[src/hdl/mem_ctrl_macros.svh]
// size definitions for the multi-client SRAM request controller
// clients, banks, line, address, row and request size widths

`ifndef MEM_CTRL_MACROS_SVH
`define MEM_CTRL_MACROS_SVH

// number of requesting clients
`define MC_NUM_CLIENTS 4

// number of SRAM banks, 8 regions of an even and an odd bank
`define MC_NUM_BANKS 16

// bytes per SRAM line
`define MC_LINE_BYTES 32

// byte address width, region in bits 18..16
`define MC_ADDR_W 19

// row index inside a bank, address bits 15..6
`define MC_ROW_W 10

// request size field, 1 to 32 bytes
`define MC_SIZE_W 6

`endif

[src/hdl/mem_ctrl_pkg.sv]
// shared types of the SRAM request controller
// address union, bank number, row, line and size types

`include "mem_ctrl_macros.svh"

package mem_ctrl_pkg;

	// bank number {region, bank_sel}
	typedef logic [$clog2(`MC_NUM_BANKS)-1:0] bank_id_t;

	// row inside one bank
	typedef logic [`MC_ROW_W-1:0] row_t;

	// one full SRAM line
	typedef logic [8*`MC_LINE_BYTES-1:0] line_t;

	// request byte count
	typedef logic [`MC_SIZE_W-1:0] size_t;

	// --------------------
	// byte address, seen flat for the +32 sum or split into its fields
	// --------------------
	typedef union packed {
		logic [`MC_ADDR_W-1:0] flat;
		struct packed {
			// selects one of the 8 regions
			logic [`MC_ADDR_W-`MC_ROW_W-7:0] region;
			row_t row;
			// even or odd bank of the region
			logic bank_sel;
			// byte inside the line
			logic [$clog2(`MC_LINE_BYTES)-1:0] offset;
		} fld;
	} mem_addr_u;

endpackage

[src/hdl/split_cmd_if.sv]
// interface for one client's decoded command
// first and second bank halves with data, masks and direction

interface split_cmd_if ();

	// read when set, write otherwise
	logic is_read;
	// access crosses the line end
	logic two_req;

	// first half at the start address, second half at start + 32
	mem_ctrl_pkg::bank_id_t bank0;
	mem_ctrl_pkg::bank_id_t bank1;
	mem_ctrl_pkg::row_t row0;
	mem_ctrl_pkg::row_t row1;

	// write data already shifted into line position
	mem_ctrl_pkg::line_t wdata0;
	mem_ctrl_pkg::line_t wdata1;

	// bit masks of the bytes touched in each half
	mem_ctrl_pkg::line_t mask0;
	mem_ctrl_pkg::line_t mask1;
	// partial line write
	logic mask_en;

	modport src (output is_read, two_req, bank0, bank1, row0, row1,
		wdata0, wdata1, mask0, mask1, mask_en);

	modport dst (input is_read, two_req, bank0, bank1, row0, row1,
		wdata0, wdata1, mask0, mask1, mask_en);

endinterface

[src/hdl/req_splitter.sv]
// request decoder for one client
// bank and row decode, line-end split, write data shift and masks

`include "mem_ctrl_macros.svh"

module req_splitter (
	input  logic                      rd_req,
	input  mem_ctrl_pkg::mem_addr_u   rd_addr,
	input  mem_ctrl_pkg::size_t       rd_size,
	input  mem_ctrl_pkg::mem_addr_u   wr_addr,
	input  mem_ctrl_pkg::size_t       wr_size,
	input  mem_ctrl_pkg::line_t       wr_data,
	split_cmd_if.src                  cmd
);

	// ones over count bytes, placed from byte first upward
	function automatic mem_ctrl_pkg::line_t span_mask(
		input logic [$clog2(`MC_LINE_BYTES)-1:0] first,
		input mem_ctrl_pkg::size_t count
	);
		mem_ctrl_pkg::line_t ones;
		ones = '1;
		return (ones >> (9'(8 * `MC_LINE_BYTES) - {count, 3'b000})) << {first, 3'b000};
	endfunction

	mem_ctrl_pkg::mem_addr_u start_addr;
	mem_ctrl_pkg::mem_addr_u next_addr;
	mem_ctrl_pkg::size_t size;
	mem_ctrl_pkg::size_t first_bytes;
	mem_ctrl_pkg::size_t second_bytes;
	logic [$clog2(`MC_LINE_BYTES)-1:0] offset;
	logic [`MC_SIZE_W:0] end_byte;
	logic split;

	// --------------------
	// request selection
	// --------------------
	// read wins when both are asserted
	assign start_addr = rd_req ? rd_addr : wr_addr;
	assign size = rd_req ? rd_size : wr_size;
	assign offset = start_addr.fld.offset;

	// second half lives at start + 32, whatever region that lands in
	assign next_addr.flat = start_addr.flat + `MC_ADDR_W'(`MC_LINE_BYTES);

	// split when the last byte falls past the line end
	assign end_byte = {2'b00, offset} + {1'b0, size};
	assign split = end_byte > (`MC_SIZE_W+1)'(`MC_LINE_BYTES);

	// bytes up to the line end go first, the rest second
	assign first_bytes = split ? mem_ctrl_pkg::size_t'(`MC_LINE_BYTES) - {1'b0, offset} : size;
	assign second_bytes = size - first_bytes;

	// --------------------
	// command outputs
	// --------------------
	assign cmd.is_read = rd_req;
	assign cmd.two_req = split;

	// bank is {region, bank_sel}
	assign cmd.bank0 = {start_addr.fld.region, start_addr.fld.bank_sel};
	assign cmd.row0 = start_addr.fld.row;
	assign cmd.bank1 = {next_addr.fld.region, next_addr.fld.bank_sel};
	assign cmd.row1 = next_addr.fld.row;

	// first half moves up to its offset, second half takes what is left
	assign cmd.wdata0 = wr_data << {offset, 3'b000};
	assign cmd.wdata1 = wr_data >> {first_bytes, 3'b000};

	assign cmd.mask0 = span_mask(offset, first_bytes);
	assign cmd.mask1 = span_mask('0, second_bytes);

	// only an aligned full line can skip the mask
	assign cmd.mask_en = !((offset == '0) && (size == `MC_SIZE_W'(`MC_LINE_BYTES)));

endmodule

[src/flat_wrapper.sv]
// flat-port wrapper written by rule: the top's interface ports become plain ports
module req_splitter_flat 
  (rd_req, rd_addr, rd_size, wr_addr, wr_size, wr_data, cmd_is_read, cmd_two_req, cmd_bank0, cmd_bank1, cmd_row0, cmd_row1, cmd_wdata0, cmd_wdata1, cmd_mask0, cmd_mask1, cmd_mask_en);
  split_cmd_if cmd_i ();
  input  logic rd_req;
  input  mem_ctrl_pkg::mem_addr_u rd_addr;
  input  mem_ctrl_pkg::size_t rd_size;
  input  mem_ctrl_pkg::mem_addr_u wr_addr;
  input  mem_ctrl_pkg::size_t wr_size;
  input  mem_ctrl_pkg::line_t wr_data;
  output wire logic [$bits(cmd_i.is_read)-1:0] cmd_is_read;
  output wire logic [$bits(cmd_i.two_req)-1:0] cmd_two_req;
  output wire logic [$bits(cmd_i.bank0)-1:0] cmd_bank0;
  output wire logic [$bits(cmd_i.bank1)-1:0] cmd_bank1;
  output wire logic [$bits(cmd_i.row0)-1:0] cmd_row0;
  output wire logic [$bits(cmd_i.row1)-1:0] cmd_row1;
  output wire logic [$bits(cmd_i.wdata0)-1:0] cmd_wdata0;
  output wire logic [$bits(cmd_i.wdata1)-1:0] cmd_wdata1;
  output wire logic [$bits(cmd_i.mask0)-1:0] cmd_mask0;
  output wire logic [$bits(cmd_i.mask1)-1:0] cmd_mask1;
  output wire logic [$bits(cmd_i.mask_en)-1:0] cmd_mask_en;
  assign cmd_is_read = cmd_i.is_read;
  assign cmd_two_req = cmd_i.two_req;
  assign cmd_bank0 = cmd_i.bank0;
  assign cmd_bank1 = cmd_i.bank1;
  assign cmd_row0 = cmd_i.row0;
  assign cmd_row1 = cmd_i.row1;
  assign cmd_wdata0 = cmd_i.wdata0;
  assign cmd_wdata1 = cmd_i.wdata1;
  assign cmd_mask0 = cmd_i.mask0;
  assign cmd_mask1 = cmd_i.mask1;
  assign cmd_mask_en = cmd_i.mask_en;
  req_splitter u_core (.rd_req(rd_req), .rd_addr(rd_addr), .rd_size(rd_size), .wr_addr(wr_addr), .wr_size(wr_size), .wr_data(wr_data), .cmd(cmd_i));
endmodule
[config.mk]
export PLATFORM = sky130hd
export DESIGN_NAME = req_splitter_flat
export DESIGN_NICKNAME = d
export VERILOG_FILES = /design/src/hdl/mem_ctrl_pkg.sv /design/src/hdl/split_cmd_if.sv /design/src/hdl/req_splitter.sv /design/src/flat_wrapper.sv
export VERILOG_INCLUDE_DIRS = /design/src /design/src/hdl
export SDC_FILE = /design/constraint.sdc
export NUM_CORES = 2
export LEC_CHECK = 0
export BUFFER_PORTS_ARGS = -buffer_cell sky130_fd_sc_hd__buf_4
export CORE_AREA = 2 2 531 533
export DETAILED_ROUTE_END_ITERATION = 8
export DIE_AREA = 0 0 533 535
export PLACE_DENSITY = 0.3
export SKIP_LAST_GASP = 1
export SYNTH_ARGS = -nofsm -noshare
export SYNTH_HDL_FRONTEND = slang
export SYNTH_SLANG_ARGS = --single-unit
export TNS_END_PERCENT = 20
[constraint.sdc]
create_clock -name vclk -period 10.3
set_input_delay 0.515 -clock vclk [all_inputs]
set_output_delay 0.515 -clock vclk [all_outputs]
set_load 0.01 [all_outputs]
==> summary.md <==
| Metric | Value |
|---|---|
| Status | `finished with violations` |
| Failing checks | `slew limit` |
| Final-report hold violation count | `0` |
| Die Span Y | `535 um` |
| Rows | `194` |
| Minimum clock period | `8.670 ns` |
| Worst Path Class, Setup | `in -> out` |
| GRT overflow | `0` |
| Crit path arrival time | `8.15 ns` |
| Syn Inst Count | `4391` |
| Gr usage total | `22.87%` |
| Share of Yosys cell area claimed by the top area cell type | `36.96%` |
| Synth Net Count | `4715` |
| Global-route wire length before repair | `432700 um` |
| WL final | `347300 um` |
| Worst setup EP type | `output port` |
| Post-synth top cells | `1121 x mux2i_1, 674 x nand2_1, 476 x buf_4, 322 x nor2_1, 210 x clkbuf_1` |
| ANT nets after route | `0` |
| Die area | `between 200000 and 300000 um2` |
| RePlAce Congestion | `roughly 1` |
| Drt first pass iters | `6` |
| Least-Margin Pin Slew | `approximately 1.5 ns` |
| Postcts setup bufs | `0` |
| Share of layout cells above drive strength 1 | `33.37%` |
| Relative slew slack | `-1.637%` |
| DRT iter0 DRCs | `roughly 4.7k` |
| Resized Gates After CTS | `0` |
| Final net count | `between 5k and 6k` |
| Die Width | `533 um` |
| CP Data Required Time | `9.79 ns` |
| Via count | `40.32k` |
| Crit. path cell count | `27` |
| Fin cells | `8808` |
| Reg area | `0 um2` |
| Max cap viols | `0` |
| Seq/Total Area, Yosys | `0%` |
| Unrepaired setup endpoints after global routing | `no` |
| Initial Utilization | `10.88%` |
| Final Max Tran Viols | `21` |
| Mean Syn Cell Area | `6.914 um2` |
| Detail Placement HPWL | `297400 um` |
| CP startpoint kind | `input port` |
| # hold bufs at CTS | `0` |
| Hold Crit Start | `wr_addr[5]` |
| CP bufs+invs | `6` |
| Seq_cells | `0` |
| Hold Path Cell Cnt | `3` |
| Max frequency | `0.1153 GHz` |
| Area leader, netlist | `mux2i_1` |
| Worst Hold End | `cmd_bank1[0]` |
| Fill count | `32.31k` |
| Fin Setup TNS | `0 ns` |
| Total core area | `278900 um2` |
| Crit-path leading delay family | `simple AND/OR/NAND/NOR gates` |
| Largest net degree at the start of global routing | `154` |
| Setup-failing EPs final | `0` |
| Vias/cell | `4.578` |
| Cell Count Post-Placement | `8771` |
| Synth Warn # | `0` |
| IO Port Bufs | `about 1.4k` |
| Mapped Area | `30360 um2` |
| Cell variety after synth | `90` |
| DRC | `0` |
| CP max stage cell | `nor2_1` |
| Final period utilization | `between 80% and 90%` |
| DR WL/cell | `39.43 um` |
| CP max FO | `36` |
| Area growth syn-to-layout | `36.95%` |
| Vias in the first global route | `38.92k` |
| Most common cell in the netlist | `mux2i_1` |
| Worst Hold Class | `in -> out` |
| # IOs | `between 1k and 1.5k` |
| Max incr delay on CP | `a little under 0.7 ns` |
| Initial antenna violation count | `140` |
| Top post-synthesis cells by area | `mux2i_1 37%, buf_4 12%, nand2_1 8.3%` |
| # clk buffers | `0` |
cell families (layout without fill, tap and decap cells):
kind of cell | Yosys count | count (layout) | share of synthesized area (%)
simple gates | 1415 | 1415 | 20.20
mux | 1270 | 1270 | 42.73
buf+inv | 870 | 1526 | 17.20
compound gates | 793 | 793 | 18.29
xor+xnor | 24 | 24 | 0.7872
fa+ha+maj | 19 | 19 | 0.7913
other cells | 0 | 37 | 0
how the worst max path moves through the flow:
stage,start,slack (ns),endpoint
2_1_floorplan,rd_req,1.37,cmd_mask1[201]
6_report,rd_req,1.63,cmd_mask1[221]
5_1_grt,rd_req,1.12,cmd_mask1[253]
3_5_place_dp,rd_req,1.66,cmd_mask1[222]
3_3_place_gp,rd_req,1.59,cmd_mask1[253]
4_1_cts,rd_req,1.64,cmd_mask1[222]
layout make-up:
type | count | area [um2] | area share [%]
antenna | 37 | 92.59 | 0.2227
timing repair buffer | 1488 | 11350 | 27.29
multi-input combinational | 3521 | 25300 | 60.86
tap | 3724 | 4659 | 11.21
inverter | 38 | 173.9 | 0.4183
cells in the final DEF, fill, tap and decap left out, types with 16 or more instances in the layout:
cell,synthesis,routed
o211ai_1,34,34
a211oi_1,26,24
and2_1,76,76
a32o_1,34,34
mux2i_1,1121,1120
a31oi_1,16,16
buf_4,476,1474
mux2_2,129,128
nor3_1,47,44
o2bb2ai_1,35,35
a211o_1,28,28
o22ai_1,41,41
a221o_1,47,47
nand2_1,674,672
a21oi_1,176,174
o21ai_0,119,118
ha_1,16,16
and3_1,50,50
inv_1,28,26
a2bb2oi_1,18,18
nand3_1,183,183
nor2_1,322,316
a22oi_1,98,98
diode_2,0,37
routing by layer:
layer	track usage [%]	wire length (um)
met1	28.48	142400
met2	39.58	166600
met3	2.963	21110
met4	9.098	17120
met5	0	60
tightest hold or removal path, delay by kind of cell:
family	cells	cell delay, ns
buffers and inverters	2	0.24
multiplexers	1	0.08
stage by stage:
stage                     worst slack (ns)  cell area, um2  utilization (%)  hold slack (ns)
after CTS                            1.642           41480            14.87            1.348
after global placement               1.588           41480            14.87            1.366
after detailed placement             1.663           41480            14.87            1.347
after floorplan                      1.373           30360                -            1.122
final                                1.630           41570            14.91            1.347
after global routing                 1.119           41520            14.89            1.366
