--- src/hdl/mem_ctrl_macros.svh ---
// size definitions for the multi-client SRAM request controller
// clients, banks, line, address, row and request size widths

`ifndef MEM_CTRL_MACROS_SVH
`define MEM_CTRL_MACROS_SVH

// number of requesting clients
`define MC_NUM_CLIENTS 4

// number of SRAM banks, 8 regions of an even and an odd bank
`define MC_NUM_BANKS 16

// bytes per SRAM line
`define MC_LINE_BYTES 32

// byte address width, region in bits 18..16
`define MC_ADDR_W 19

// row index inside a bank, address bits 15..6
`define MC_ROW_W 10

// request size field, 1 to 32 bytes
`define MC_SIZE_W 6

`endif

--- src/hdl/mem_ctrl_pkg.sv ---
// shared types of the SRAM request controller
// address union, bank number, row, line and size types

`include "mem_ctrl_macros.svh"

package mem_ctrl_pkg;

	// bank number {region, bank_sel}
	typedef logic [$clog2(`MC_NUM_BANKS)-1:0] bank_id_t;

	// row inside one bank
	typedef logic [`MC_ROW_W-1:0] row_t;

	// one full SRAM line
	typedef logic [8*`MC_LINE_BYTES-1:0] line_t;

	// request byte count
	typedef logic [`MC_SIZE_W-1:0] size_t;

	// --------------------
	// byte address, seen flat for the +32 sum or split into its fields
	// --------------------
	typedef union packed {
		logic [`MC_ADDR_W-1:0] flat;
		struct packed {
			// selects one of the 8 regions
			logic [`MC_ADDR_W-`MC_ROW_W-7:0] region;
			row_t row;
			// even or odd bank of the region
			logic bank_sel;
			// byte inside the line
			logic [$clog2(`MC_LINE_BYTES)-1:0] offset;
		} fld;
	} mem_addr_u;

endpackage

--- src/hdl/split_cmd_if.sv ---
// interface for one client's decoded command
// first and second bank halves with data, masks and direction

interface split_cmd_if ();

	// read when set, write otherwise
	logic is_read;
	// access crosses the line end
	logic two_req;

	// first half at the start address, second half at start + 32
	mem_ctrl_pkg::bank_id_t bank0;
	mem_ctrl_pkg::bank_id_t bank1;
	mem_ctrl_pkg::row_t row0;
	mem_ctrl_pkg::row_t row1;

	// write data already shifted into line position
	mem_ctrl_pkg::line_t wdata0;
	mem_ctrl_pkg::line_t wdata1;

	// bit masks of the bytes touched in each half
	mem_ctrl_pkg::line_t mask0;
	mem_ctrl_pkg::line_t mask1;
	// partial line write
	logic mask_en;

	modport src (output is_read, two_req, bank0, bank1, row0, row1,
		wdata0, wdata1, mask0, mask1, mask_en);

	modport dst (input is_read, two_req, bank0, bank1, row0, row1,
		wdata0, wdata1, mask0, mask1, mask_en);

endinterface

--- src/hdl/client_seq.sv ---
// per-client request FSM
// grant record, bank request levels and the valid/ack pulse

`include "mem_ctrl_macros.svh"

module client_seq (
	input  logic                      clk,
	input  logic                      rst_n,
	input  logic                      rd_req,
	input  logic                      wr_req,
	split_cmd_if.dst                  cmd,
	input  logic                      gnt_first,
	input  logic                      gnt_second,
	output logic [`MC_NUM_BANKS-1:0]  bank_req,
	output logic                      half_first_got,
	output logic                      half_second_got,
	output logic                      rd_valid,
	output logic                      wr_ack
);

	typedef enum logic [2:0] {IDLE, READ_ONE, READ_TWO, WRITE_ONE, WRITE_TWO} state_t;

	state_t state;
	state_t next_state;
	// bit 0 first half granted, bit 1 second half granted
	logic [1:0] got;
	logic [1:0] got_next;
	logic [1:0] need;
	logic [1:0] missing;
	logic done;
	logic active;

	// halves this request needs, decoded live while idle
	always_comb begin
		case (state)
			READ_ONE, WRITE_ONE: need = 2'b01;
			READ_TWO, WRITE_TWO: need = 2'b11;
			default: need = {cmd.two_req, 1'b1};
		endcase
	end

	// record complete, this is the pulse cycle
	assign done = (state != IDLE) && (got == need);
	assign active = (state == IDLE) ? (rd_req | wr_req) : !done;
	assign missing = active ? (need & ~got) : 2'b00;

	// a grant only counts against a half still being requested
	assign half_first_got = missing[0] & gnt_first;
	assign half_second_got = missing[1] & gnt_second;

	// request levels for the halves still missing
	always_comb begin
		bank_req = '0;
		if (missing[0])
			bank_req[cmd.bank0] = 1'b1;
		if (missing[1])
			bank_req[cmd.bank1] = 1'b1;
	end

	assign rd_valid = done && ((state == READ_ONE) || (state == READ_TWO));
	assign wr_ack = done && ((state == WRITE_ONE) || (state == WRITE_TWO));

	// --------------------
	// state and grant record
	// --------------------
	always_comb begin
		next_state = state;
		case (state)
			IDLE: begin
				if (rd_req | wr_req) begin
					if (cmd.is_read)
						next_state = cmd.two_req ? READ_TWO : READ_ONE;
					else
						next_state = cmd.two_req ? WRITE_TWO : WRITE_ONE;
				end
			end
			default: begin
				// back to idle after the pulse, client changes request next cycle
				if (done)
					next_state = IDLE;
			end
		endcase
	end

	assign got_next = done ? 2'b00 : (got | {half_second_got, half_first_got});

	always_ff @(posedge clk or negedge rst_n) begin
		if (!rst_n) begin
			state <= IDLE;
			got <= 2'b00;
		end else begin
			state <= next_state;
			got <= got_next;
		end
	end

endmodule

--- src/flat_wrapper.sv ---
// flat-port wrapper written by rule: the top's interface ports become plain ports
module client_seq_flat 
  (clk, rst_n, rd_req, wr_req, gnt_first, gnt_second, bank_req, half_first_got, half_second_got, rd_valid, wr_ack, cmd_is_read, cmd_two_req, cmd_bank0, cmd_bank1, cmd_row0, cmd_row1, cmd_wdata0, cmd_wdata1, cmd_mask0, cmd_mask1, cmd_mask_en);
  split_cmd_if cmd_i ();
  input  logic clk;
  input  logic rst_n;
  input  logic rd_req;
  input  logic wr_req;
  input  logic gnt_first;
  input  logic gnt_second;
  output logic [`MC_NUM_BANKS-1:0] bank_req;
  output logic half_first_got;
  output logic half_second_got;
  output logic rd_valid;
  output logic wr_ack;
  input wire logic [$bits(cmd_i.is_read)-1:0] cmd_is_read;
  input wire logic [$bits(cmd_i.two_req)-1:0] cmd_two_req;
  input wire logic [$bits(cmd_i.bank0)-1:0] cmd_bank0;
  input wire logic [$bits(cmd_i.bank1)-1:0] cmd_bank1;
  input wire logic [$bits(cmd_i.row0)-1:0] cmd_row0;
  input wire logic [$bits(cmd_i.row1)-1:0] cmd_row1;
  input wire logic [$bits(cmd_i.wdata0)-1:0] cmd_wdata0;
  input wire logic [$bits(cmd_i.wdata1)-1:0] cmd_wdata1;
  input wire logic [$bits(cmd_i.mask0)-1:0] cmd_mask0;
  input wire logic [$bits(cmd_i.mask1)-1:0] cmd_mask1;
  input wire logic [$bits(cmd_i.mask_en)-1:0] cmd_mask_en;
  assign cmd_i.is_read = cmd_is_read;
  assign cmd_i.two_req = cmd_two_req;
  assign cmd_i.bank0 = cmd_bank0;
  assign cmd_i.bank1 = cmd_bank1;
  assign cmd_i.row0 = cmd_row0;
  assign cmd_i.row1 = cmd_row1;
  assign cmd_i.wdata0 = cmd_wdata0;
  assign cmd_i.wdata1 = cmd_wdata1;
  assign cmd_i.mask0 = cmd_mask0;
  assign cmd_i.mask1 = cmd_mask1;
  assign cmd_i.mask_en = cmd_mask_en;
  client_seq u_core (.clk(clk), .rst_n(rst_n), .rd_req(rd_req), .wr_req(wr_req), .cmd(cmd_i), .gnt_first(gnt_first), .gnt_second(gnt_second), .bank_req(bank_req), .half_first_got(half_first_got), .half_second_got(half_second_got), .rd_valid(rd_valid), .wr_ack(wr_ack));
endmodule
--- config.mk ---
export PLATFORM = sky130hd
export DESIGN_NAME = client_seq_flat
export DESIGN_NICKNAME = d
export VERILOG_FILES = /design/src/hdl/mem_ctrl_pkg.sv /design/src/hdl/split_cmd_if.sv /design/src/hdl/client_seq.sv /design/src/flat_wrapper.sv
export VERILOG_INCLUDE_DIRS = /design/src /design/src/hdl
export SDC_FILE = /design/constraint.sdc
export NUM_CORES = 1
export LEC_CHECK = 0
export BUFFER_PORTS_ARGS = -buffer_cell sky130_fd_sc_hd__buf_2
export CAP_MARGIN = 10
export CORE_AREA = 5 5 413 415
export DETAILED_ROUTE_END_ITERATION = 7
export DIE_AREA = 0 0 418 420
export GPL_TIMING_DRIVEN = 0
export SYNTH_ARGS = -nofsm -noshare
export SYNTH_HDL_FRONTEND = slang
export SYNTH_SLANG_ARGS = --single-unit
--- constraint.sdc ---
create_clock -name clk -period 6.9 [get_ports clk]
set_clock_uncertainty 0.05 [all_clocks]
set_input_delay 1.38 -clock clk [delete_from_list [all_inputs] [get_ports clk]]
set_output_delay 1.38 -clock clk [all_outputs]
set_load 0.02 [all_outputs]
==> results.md <==
- Worst-Margin Slew: 0.488 ns
- Post-Route Setup TNS: 0 ns
- Leak: 0.000451 uW
- CTS Buffer Depth: 2
- Share of cells above drive strength 1: 38.1%
- Critical Path Fanout Max: 9
- Global Route Usage Sum: 0.496%
- Crit path kind: input port to output port
- Die width: 418 um
- Nets: 1,198
- DR iter-0 viols: 54
- Detailed Routing Iterations Pass 1: 4
- Min Tclk post-route: 4.61 ns
- Port-buffer cells: 35
- Status: finished, final reports clean
- Setup crit start kind: input port
- Die H: 420 um
- CTS tree: built
- Worst hold endpoint: u_core.got[1]
- Mapped Area: 678 um2
- R2r worst-path depth: 7
- Arrival time worst endpoint: 3.18 ns
- Routed length per instance: 1.75 um
- Slew headroom: 66.8%
- # setup viols final: 0
- # clock sinks: 5
- Fmax: 217 MHz
- Final WS setup: 2.29 ns
- Initial core utilization: 0.408%
- EDFF count, synth: 0
- DIE AREA: 0.176 mm2
- RR Startpoint: u_core.state[0]
- Clock root buffer: clkbuf_16
- Area growth, synth to finish: 444%
- DPL Wire Length: 3.64 mm
- Core Region: 0.166 mm2
- Post-synth net total: 1,158
- Inst Count DP: 2,334
- DRT Wirelength: 4.08 mm
- Max rail drop VDD: 0.0000787 V
- DRC viols: 0
- Max-cap violations: 0
- Cell area after placement: 0.00361 mm2
- I/O pins: 1,081
- CTS H-Tree Depth: 1
- Setup WS pre-CTS: 2.32 ns
- Period utilization: 66.8%
- Seq cells post-synth: 5
- GRT Residual Overflow: 0
- Required time of the worst setup path: 5.47 ns
- Crit end category: output port
- Main area contributors after synthesis: dfrtp_1 18%, o22ai_1 13%, nand2_1 9.4%
- Asr flop ratio synth: 100%
- RSZ-0062 raised after global routing: false
- Post-CTS Setup Bufs: 0
- Vias in the first global route: 774
- Hold Path Stages: 2
- Finished Cell Area: 0.00369 mm2
- Top_reg_cell synth: dfrtp_1
- PostCTS Resize Cnt: 0
- Mapped Cells: 95
- Hold Crit Class: register to register
- Initial antenna violation count: 5
- Synth top area share: 18.5%
- Max Slew Vio Count: 0
- Largest net degree at the start of global routing: 11
- Vias: 875
- First-pass GRT wire length: 5.06 mm
- Antenna Nets Post-Route: 0
- Synth area leader: dfrtp_1
- Syn Area/Cell: 7.14 um2
- HP Start: u_core.got[1]
- Cts bufs inserted: 3
- FF-to-FF End: u_core.got[1]
- Fin. Hold Viols: 0
- Register area share after synthesis: 18.5%
- Via density: 0.374
- Reg2Reg Setup Slack: 4.87 ns
- GP Congestion: 0.599
- Row count: 150
- Synth cell types: 31
- Pwr per Cell Area: 112 mW/mm2
- Worst hold slack: 0.493 ns
- Post-CTS Hold Buffers: 0
- Non-filler cells, final: 2,339
- Yosys warns: 0
- Clock slew seen by the registers of the worst setup and hold paths: 0.03 ns
- Skew-Pair Late Insertion Delay: 0.23 ns
## critical path, cell delays in order
cell and delay, ns:
buf_2 0.13, o21ai_0 0.16, o21ai_0 0.12, ha_1 0.32
a21boi_0 0.23, mux2i_2 0.20, o32ai_1 0.40, buf_2 0.23
## synthesized netlist by cell type, types with 2 or more instances
cell	n
buf_6	3
ha_1	2
nand2_1	17
a22o_1	2
o32ai_1	2
o21ai_0	4
o21ai_2	2
nor2b_1	4
nor3_1	2
a21oi_1	3
inv_1	5
nand3_1	6
or2_2	2
dfrtp_1	5
nor2_1	7
o22ai_1	14
## layout by cell type (no fill, tap or decap), types with 2 or more instances in the layout
| master | count |
|---|---|
| buf_6 | 3 |
| o21ai_0 | 4 |
| dfrtp_1 | 5 |
| o22ai_1 | 14 |
| ha_1 | 2 |
| or2_2 | 2 |
| inv_1 | 5 |
| nor2b_1 | 4 |
| nand2_1 | 17 |
| o32ai_1 | 2 |
| a21oi_1 | 3 |
| o21ai_2 | 2 |
| buf_2 | 36 |
| clkbuf_16 | 3 |
| nor3_1 | 2 |
| a22o_1 | 2 |
| nand3_1 | 6 |
| nor2_1 | 7 |
## registers in the layout, summed over array words and instances (netlist names)
name and flops:
u_core.got 2, u_core.state 3
## metrics by stage
stage                     util [%]  power, uW
final                         2.22        412
after global routing          2.22        443
after CTS                     2.22        415
after detailed placement      2.17        318
after global placement        2.17        313
after floorplan                  -        255
## area by class of cell
| class | instances | area (um2) |
|---|---|---|
| Tap cell | 2204 | 2760 |
| Clock buffer | 4 | 78.8 |
| Antenna cell | 1 | 2.50 |
| Buffer | 4 | 38.8 |
| Fill cell | 20000 | 163000 |
| Sequential cell | 5 | 125 |
| Multi-Input combinational cell | 81 | 495 |
| Inverter | 5 | 18.8 |
| Timing Repair Buffer | 35 | 175 |
## layer usage
layer  wire, um  GRT usage (%)  share of wire, %  up-vias
li1           -              -                 -      428
met1        834          0.231                20      401
met2       2540          0.899                62       28
met3        217         0.0992               5.3       16
met4        474           1.09                12        2
met5         13              0              0.32        -
## where the power goes
part / internal, uW / switching (uW) / total, uW / leakage (uW)
logic: 106 / 150 / 256 / 0.000352
registers: 45.0 / 16.7 / 61.7 / 0.0000616
clock network: 76.5 / 18.4 / 94.9 / 0.0000382
total: 227 / 185 / 412 / 0.000451
## worst max path at each step
stage           startpoint      endpoint  depth (start not counted)
6_report       cmd_two_req   bank_req[9]                          8
5_1_grt        cmd_two_req   bank_req[9]                          8
4_1_cts        cmd_two_req  bank_req[15]                          8
3_5_place_dp   cmd_two_req  bank_req[15]                          8
3_3_place_gp   cmd_two_req   bank_req[9]                          8
2_1_floorplan  cmd_two_req  bank_req[15]                          6
## cell families (layout without fill, tap and decap cells)
| family | Yosys count | count (layout) | synth area share (%) |
|---|---|---|---|
| XOR/XNOR | 1 | 1 | 1.29 |
| buffers and inverters | 9 | 48 | 8.49 |
| multiplexers | 1 | 1 | 2.03 |
| other | 0 | 1 | 0 |
| flip-flops | 5 | 5 | 18.5 |
| AO/OA/AOI/OAI | 33 | 33 | 33.9 |
| AND/OR/NAND/NOR | 44 | 44 | 32.1 |
| adder cells (fa/ha/maj) | 2 | 2 | 3.69 |
No activity file was read; power rests on OpenSTA's default activity.
