<file path="src/hdl/mem_ctrl_macros.svh">
// size definitions for the multi-client SRAM request controller
// clients, banks, line, address, row and request size widths

`ifndef MEM_CTRL_MACROS_SVH
`define MEM_CTRL_MACROS_SVH

// number of requesting clients
`define MC_NUM_CLIENTS 4

// number of SRAM banks, 8 regions of an even and an odd bank
`define MC_NUM_BANKS 16

// bytes per SRAM line
`define MC_LINE_BYTES 32

// byte address width, region in bits 18..16
`define MC_ADDR_W 19

// row index inside a bank, address bits 15..6
`define MC_ROW_W 10

// request size field, 1 to 32 bytes
`define MC_SIZE_W 6

`endif

</file>
<file path="src/hdl/mem_ctrl_pkg.sv">
// shared types of the SRAM request controller
// address union, bank number, row, line and size types

`include "mem_ctrl_macros.svh"

package mem_ctrl_pkg;

	// bank number {region, bank_sel}
	typedef logic [$clog2(`MC_NUM_BANKS)-1:0] bank_id_t;

	// row inside one bank
	typedef logic [`MC_ROW_W-1:0] row_t;

	// one full SRAM line
	typedef logic [8*`MC_LINE_BYTES-1:0] line_t;

	// request byte count
	typedef logic [`MC_SIZE_W-1:0] size_t;

	// --------------------
	// byte address, seen flat for the +32 sum or split into its fields
	// --------------------
	typedef union packed {
		logic [`MC_ADDR_W-1:0] flat;
		struct packed {
			// selects one of the 8 regions
			logic [`MC_ADDR_W-`MC_ROW_W-7:0] region;
			row_t row;
			// even or odd bank of the region
			logic bank_sel;
			// byte inside the line
			logic [$clog2(`MC_LINE_BYTES)-1:0] offset;
		} fld;
	} mem_addr_u;

endpackage

</file>
<file path="src/hdl/split_cmd_if.sv">
// interface for one client's decoded command
// first and second bank halves with data, masks and direction

interface split_cmd_if ();

	// read when set, write otherwise
	logic is_read;
	// access crosses the line end
	logic two_req;

	// first half at the start address, second half at start + 32
	mem_ctrl_pkg::bank_id_t bank0;
	mem_ctrl_pkg::bank_id_t bank1;
	mem_ctrl_pkg::row_t row0;
	mem_ctrl_pkg::row_t row1;

	// write data already shifted into line position
	mem_ctrl_pkg::line_t wdata0;
	mem_ctrl_pkg::line_t wdata1;

	// bit masks of the bytes touched in each half
	mem_ctrl_pkg::line_t mask0;
	mem_ctrl_pkg::line_t mask1;
	// partial line write
	logic mask_en;

	modport src (output is_read, two_req, bank0, bank1, row0, row1,
		wdata0, wdata1, mask0, mask1, mask_en);

	modport dst (input is_read, two_req, bank0, bank1, row0, row1,
		wdata0, wdata1, mask0, mask1, mask_en);

endinterface

</file>
<file path="src/hdl/read_assembler.sv">
// read data assembly for one client
// holds an early half, joins both halves and right-aligns the result

`include "mem_ctrl_macros.svh"

module read_assembler (
	input  logic                      clk,
	input  logic                      rst_n,
	split_cmd_if.dst                  cmd,
	input  mem_ctrl_pkg::mem_addr_u   rd_addr,
	input  mem_ctrl_pkg::line_t       first_rdata,
	input  mem_ctrl_pkg::line_t       second_rdata,
	input  logic                      half_first_got,
	input  logic                      half_second_got,
	input  logic                      rd_valid,
	output mem_ctrl_pkg::line_t       rd_data
);

	// bank data of a granted half is on the bus this cycle
	logic first_arrives;
	logic second_arrives;
	mem_ctrl_pkg::line_t held_first;
	mem_ctrl_pkg::line_t held_second;
	mem_ctrl_pkg::line_t lo_half;
	mem_ctrl_pkg::line_t hi_half;
	logic [16*`MC_LINE_BYTES-1:0] joined;

	always_ff @(posedge clk or negedge rst_n) begin
		if (!rst_n) begin
			first_arrives <= 1'b0;
			second_arrives <= 1'b0;
		end else begin
			first_arrives <= half_first_got & cmd.is_read;
			second_arrives <= half_second_got & cmd.is_read;
		end
	end

	// keep a half that shows up before its partner
	always_ff @(posedge clk) begin
		if (first_arrives && !rd_valid)
			held_first <= first_rdata;
		if (second_arrives && !rd_valid)
			held_second <= second_rdata;
	end

	// --------------------
	// join and align
	// --------------------
	assign lo_half = first_arrives ? first_rdata : held_first;
	assign hi_half = second_arrives ? second_rdata : held_second;

	// masks clear everything outside the requested bytes
	assign joined = {hi_half & cmd.mask1, lo_half & cmd.mask0} >> {rd_addr.fld.offset, 3'b000};

	assign rd_data = rd_valid ? joined[8*`MC_LINE_BYTES-1:0] : '0;

endmodule

</file>
<file path="src/flat_wrapper.sv">
// flat-port wrapper written by rule: the top's interface ports become plain ports
module read_assembler_flat 
  (clk, rst_n, rd_addr, first_rdata, second_rdata, half_first_got, half_second_got, rd_valid, rd_data, cmd_is_read, cmd_two_req, cmd_bank0, cmd_bank1, cmd_row0, cmd_row1, cmd_wdata0, cmd_wdata1, cmd_mask0, cmd_mask1, cmd_mask_en);
  split_cmd_if cmd_i ();
  input  logic clk;
  input  logic rst_n;
  input  mem_ctrl_pkg::mem_addr_u rd_addr;
  input  mem_ctrl_pkg::line_t first_rdata;
  input  mem_ctrl_pkg::line_t second_rdata;
  input  logic half_first_got;
  input  logic half_second_got;
  input  logic rd_valid;
  output mem_ctrl_pkg::line_t rd_data;
  input wire logic [$bits(cmd_i.is_read)-1:0] cmd_is_read;
  input wire logic [$bits(cmd_i.two_req)-1:0] cmd_two_req;
  input wire logic [$bits(cmd_i.bank0)-1:0] cmd_bank0;
  input wire logic [$bits(cmd_i.bank1)-1:0] cmd_bank1;
  input wire logic [$bits(cmd_i.row0)-1:0] cmd_row0;
  input wire logic [$bits(cmd_i.row1)-1:0] cmd_row1;
  input wire logic [$bits(cmd_i.wdata0)-1:0] cmd_wdata0;
  input wire logic [$bits(cmd_i.wdata1)-1:0] cmd_wdata1;
  input wire logic [$bits(cmd_i.mask0)-1:0] cmd_mask0;
  input wire logic [$bits(cmd_i.mask1)-1:0] cmd_mask1;
  input wire logic [$bits(cmd_i.mask_en)-1:0] cmd_mask_en;
  assign cmd_i.is_read = cmd_is_read;
  assign cmd_i.two_req = cmd_two_req;
  assign cmd_i.bank0 = cmd_bank0;
  assign cmd_i.bank1 = cmd_bank1;
  assign cmd_i.row0 = cmd_row0;
  assign cmd_i.row1 = cmd_row1;
  assign cmd_i.wdata0 = cmd_wdata0;
  assign cmd_i.wdata1 = cmd_wdata1;
  assign cmd_i.mask0 = cmd_mask0;
  assign cmd_i.mask1 = cmd_mask1;
  assign cmd_i.mask_en = cmd_mask_en;
  read_assembler u_core (.clk(clk), .rst_n(rst_n), .cmd(cmd_i), .rd_addr(rd_addr), .first_rdata(first_rdata), .second_rdata(second_rdata), .half_first_got(half_first_got), .half_second_got(half_second_got), .rd_valid(rd_valid), .rd_data(rd_data));
endmodule
</file>
<file path="config.mk">
export PLATFORM = sky130hd
export DESIGN_NAME = read_assembler_flat
export DESIGN_NICKNAME = d
export VERILOG_FILES = /design/src/hdl/mem_ctrl_pkg.sv /design/src/hdl/split_cmd_if.sv /design/src/hdl/read_assembler.sv /design/src/flat_wrapper.sv
export VERILOG_INCLUDE_DIRS = /design/src /design/src/hdl
export SDC_FILE = /design/constraint.sdc
export NUM_CORES = 2
export LEC_CHECK = 0
export ABC_AREA = 1
export BUFFER_PORTS_ARGS = -buffer_cell sky130_fd_sc_hd__buf_2
export CAP_MARGIN = 20
export CORE_AREA = 10 10 711 713
export CTS_CLUSTER_DIAMETER = 120
export DETAILED_ROUTE_END_ITERATION = 8
export DIE_AREA = 0 0 721 723
export GPL_TIMING_DRIVEN = 0
export PLACE_DENSITY_LB_ADDON = 0.08
export SKIP_CTS_REPAIR_TIMING = 1
export SYNTH_ARGS = -nofsm -noshare
export SYNTH_HDL_FRONTEND = slang
export SYNTH_SLANG_ARGS = --single-unit
</file>
<file path="constraint.sdc">
create_clock -name clk -period 11.29 [get_ports clk]
set_clock_uncertainty 0.1 [all_clocks]
set_input_delay 0 -clock clk [delete_from_list [all_inputs] [get_ports clk]]
set_output_delay 0 -clock clk [all_outputs]
set_load 0.01 [all_outputs]
</file>
==> results.sh <==
export IMPL_register_area_sq_um=15200
export IMPL_die_h_um=723
export IMPL_synth_cells=8089
export IMPL_cts_sinks=506
export IMPL_hp_class="primary input to flip-flop"
export IMPL_yosysUniqueCellTypes=15
export IMPL_synthTopCellsByArea="edfxtp_1, nand3_1, nand2_1, nand4_1, nor2_1"
export IMPL_slew_violations=0
export IMPL_rsz0062_at_grt="no"
export IMPL_fin_ws_ns=5.35
export IMPL_path_cells="inv_2, buf_2, buf_2, nand2_1, nand2_1, nand3_1, nand3_1, nand3_1, nand2_1, nand2_1, nand2_1, nor2_1, nor2_1, buf_2"
export IMPL_initialDrtViolationCount=9675
export IMPL_outcome="finished clean"
export IMPL_row_count=258
export IMPL_cts_buffers=89
export IMPL_cts_root_buf="clkbuf_16"
export IMPL_p_per_area_nw_per_um2=112
export IMPL_synthAdderAreaFrac_pct=0
export IMPL_synth_top_family_by_area="simple AND/OR/NAND/NOR gates"
export IMPL_fmax_mhz=168
export IMPL_setup_tns_ns=0
export IMPL_portBuffers=1269
export IMPL_antenna_found_initial=584
export IMPL_irDropWorstVdd_v=0.0000968
export IMPL_place_congestion=0.980
export IMPL_worstPathArrival_ns=5.84
export IMPL_synth_top_area_cell="edfxtp_1"
export IMPL_synth_mux_area_share_pct=0
export IMPL_r2r_end="u_core.held_second[17]"
export IMPL_grt_pass1_vias=67514
export IMPL_yosys_warnings=0
export IMPL_syn_num_nets=9680
export IMPL_grt_max_degree=31
export IMPL_multi_input_area_sq_um=29500
export IMPL_crit_top_cell="nand2_1"
export IMPL_fin_nets=12125
export IMPL_grt_usage_pct=27.0
export IMPL_floorplan_die_area_sq_um=521000
export IMPL_period_share_pct=52.6
export IMPL_synth_top_cell_area_share_pct=31.3
export IMPL_syn_to_final_growth_pct=60.3
export IMPL_hold_viol_final=0
export IMPL_r2r_cells=12
export IMPL_die_width_um=721
export IMPL_min_period_ns=5.94
export IMPL_ys_seq_elements=506
export IMPL_cp_slowest_cell="nor2_1"
export IMPL_drt_total_wl_mm=752
export IMPL_synthArstFlopShare_pct=0.395
export IMPL_cp_max_fo=10
export IMPL_synthTopCellsByCount="nand2_1, nand3_1, edfxtp_1"
export IMPL_dp_cells=15927
export IMPL_first_pass_iters=6
export IMPL_yosysSeqAreaShare_pct=31.4
export IMPL_worstSetupStartpointType="flip-flop"
export IMPL_post_drt_via_cell_ratio=4.44
export IMPL_grt_pass1_wl_mm=888
export IMPL_vias=76844
export IMPL_io_pins=1847
export IMPL_synth_compound_area_share_pct=0.889
export IMPL_crit_buf_inv=4
export IMPL_final_area_sq_um=77600
export IMPL_cp_num_cells=14
export IMPL_cts_tree="yes"
export IMPL_crit_path_end_kind="output port"
export IMPL_htreeDepth=3
export IMPL_start_util_pct=9.85
export IMPL_max_cap_viol_count=0
export IMPL_required_ns=11.19
export IMPL_synth_xor_area_share_pct=0
export IMPL_hold_start="first_rdata[20]"
export IMPL_cts_path_max_buffers=4
export IMPL_p_leak_nw=35.0
export IMPL_fillers=57804
export IMPL_max_stage_delay_ns=0.99
export IMPL_place_ws_ns=5.96
export IMPL_coreArea_sq_um=492000
export IMPL_r2r_start="u_core.second_arrives"
export IMPL_clk_latency_ns=0.80
export IMPL_worstSetupPathType="flip-flop to output port"
export IMPL_syn_area_sq_um=48400
export IMPL_synthSimpleGateAreaFrac_pct=60.1
export IMPL_yosys_cell_count_top_type="nand2_1"
export IMPL_postPlaceCellArea_sq_um=64200
export IMPL_setup_violations=0
export IMPL_hold_path_depth=2
export IMPL_drt_wirelength_per_cell_um=43.5
export IMPL_hpwlAfterDp_mm=666
export IMPL_cp_top_family="simple AND/OR/NAND/NOR gates"
export IMPL_synth_edff_count=504
export IMPL_final_cell_count_no_fill=17313
export IMPL_drtAntennaViolNets=0
export IMPL_overflow=0
export IMPL_finalPower_mw=8.71
export IMPL_drc=0
export IMPL_drive_gt1_share_pct=16.5
export IMPL_slew_headroom_pct=5.65
export IMPL_synth_ff_type="edfxtp_1"
export IMPL_worst_pin_slew_ns=1.41
export IMPL_cts_clk_slew_worst_paths_ns=0.05
export IMPL_holdPathEnd="u_core.held_first[20]"
export IMPL_avgSynthCellArea_sq_um=5.99
export IMPL_reg2reg_slack_ns=6.57
==> sequential cells by signal, summed over array words and instances, names as in the netlist <==
signal / flops
u_core.held_first: 256
u_core.held_second: 248
u_core.first_arrives: 1
u_core.second_arrives: 1
==> final cells by class <==
class / instances / area share (%)
antenna: 218 / 0.703
buffer: 596 / 3.35
clock buffer: 115 / 3.00
clock inverter: 37 / 0.466
inverter: 306 / 1.48
multi-input combinational: 6681 / 38.1
sequential: 506 / 19.6
tap: 6500 / 10.5
timing repair buffer: 2354 / 22.9
==> report_power, final <==
| part | internal, mW | switching (mW) | total (mW) |
|---|---|---|---|
| logic | 0.915 | 2.93 | 3.85 |
| registers | 2.13 | 0.0131 | 2.14 |
| clock network | 1.56 | 1.16 | 2.72 |
==> kinds of logic after synthesis <==
kind of cell,count (synthesis)
compound gates,86
simple gates,6595
buf+inv,902
flops,506
==> routing by layer <==
metal	vias up	GRT usage, %	share of wire (%)	wire [um]
li1	32766	-	-	-
met1	38715	37.3	47	353000
met2	4228	42.0	43	324000
met3	937	6.10	6.4	47800
met4	198	7.43	3.4	25600
met5	-	0	0.17	1250
==> how the worst max path moves through the flow <==
stage	end	start	slack (ns)
2_1_floorplan	u_core.held_first[0]	u_core.first_arrives	3.25
3_3_place_gp	u_core.held_first[252]	u_core.first_arrives	-3.52
3_5_place_dp	rd_data[21]	rd_addr[0]	5.96
4_1_cts	rd_data[65]	u_core.second_arrives	5.26
5_1_grt	rd_data[66]	u_core.second_arrives	5.21
6_report	rd_data[58]	u_core.second_arrives	5.35
==> placed cells by master, fill, tap and decap left out, types with 5 or more instances in the layout <==
cell type / count
a21oi_1: 84
buf_1: 94
buf_12: 21
buf_16: 8
buf_2: 1469
buf_4: 21
buf_6: 7
buf_8: 41
bufinv_16: 5
clkbuf_1: 279
clkbuf_16: 89
clkbuf_2: 29
clkinv_1: 14
clkinv_2: 6
diode_2: 218
dlygate4sd3_1: 1007
edfxtp_1: 504
inv_1: 301
inv_2: 5
inv_6: 5
nand2_1: 3026
nand3_1: 2798
nand4_1: 300
nor2_1: 434
or2_2: 35
==> metrics by stage <==
step                      hold WS, ns  utilization [%]
after detailed placement       -0.306             13.1
after floorplan                -0.396                -
after global placement         -0.312             12.8
after global routing          0.00713             15.7
after CTS                       -1.19             13.6
final                         0.00983             15.8
==> worst register-to-register path, delay by kind of cell, from the launching register on <==
kind / cells / cell delay (ns)
and+or+nand+nor: 1 / 0.39
DFF: 1 / 0.62
buffers and inverters: 11 / 3.30
Note: power is estimated with default switching activity, not from simulation.
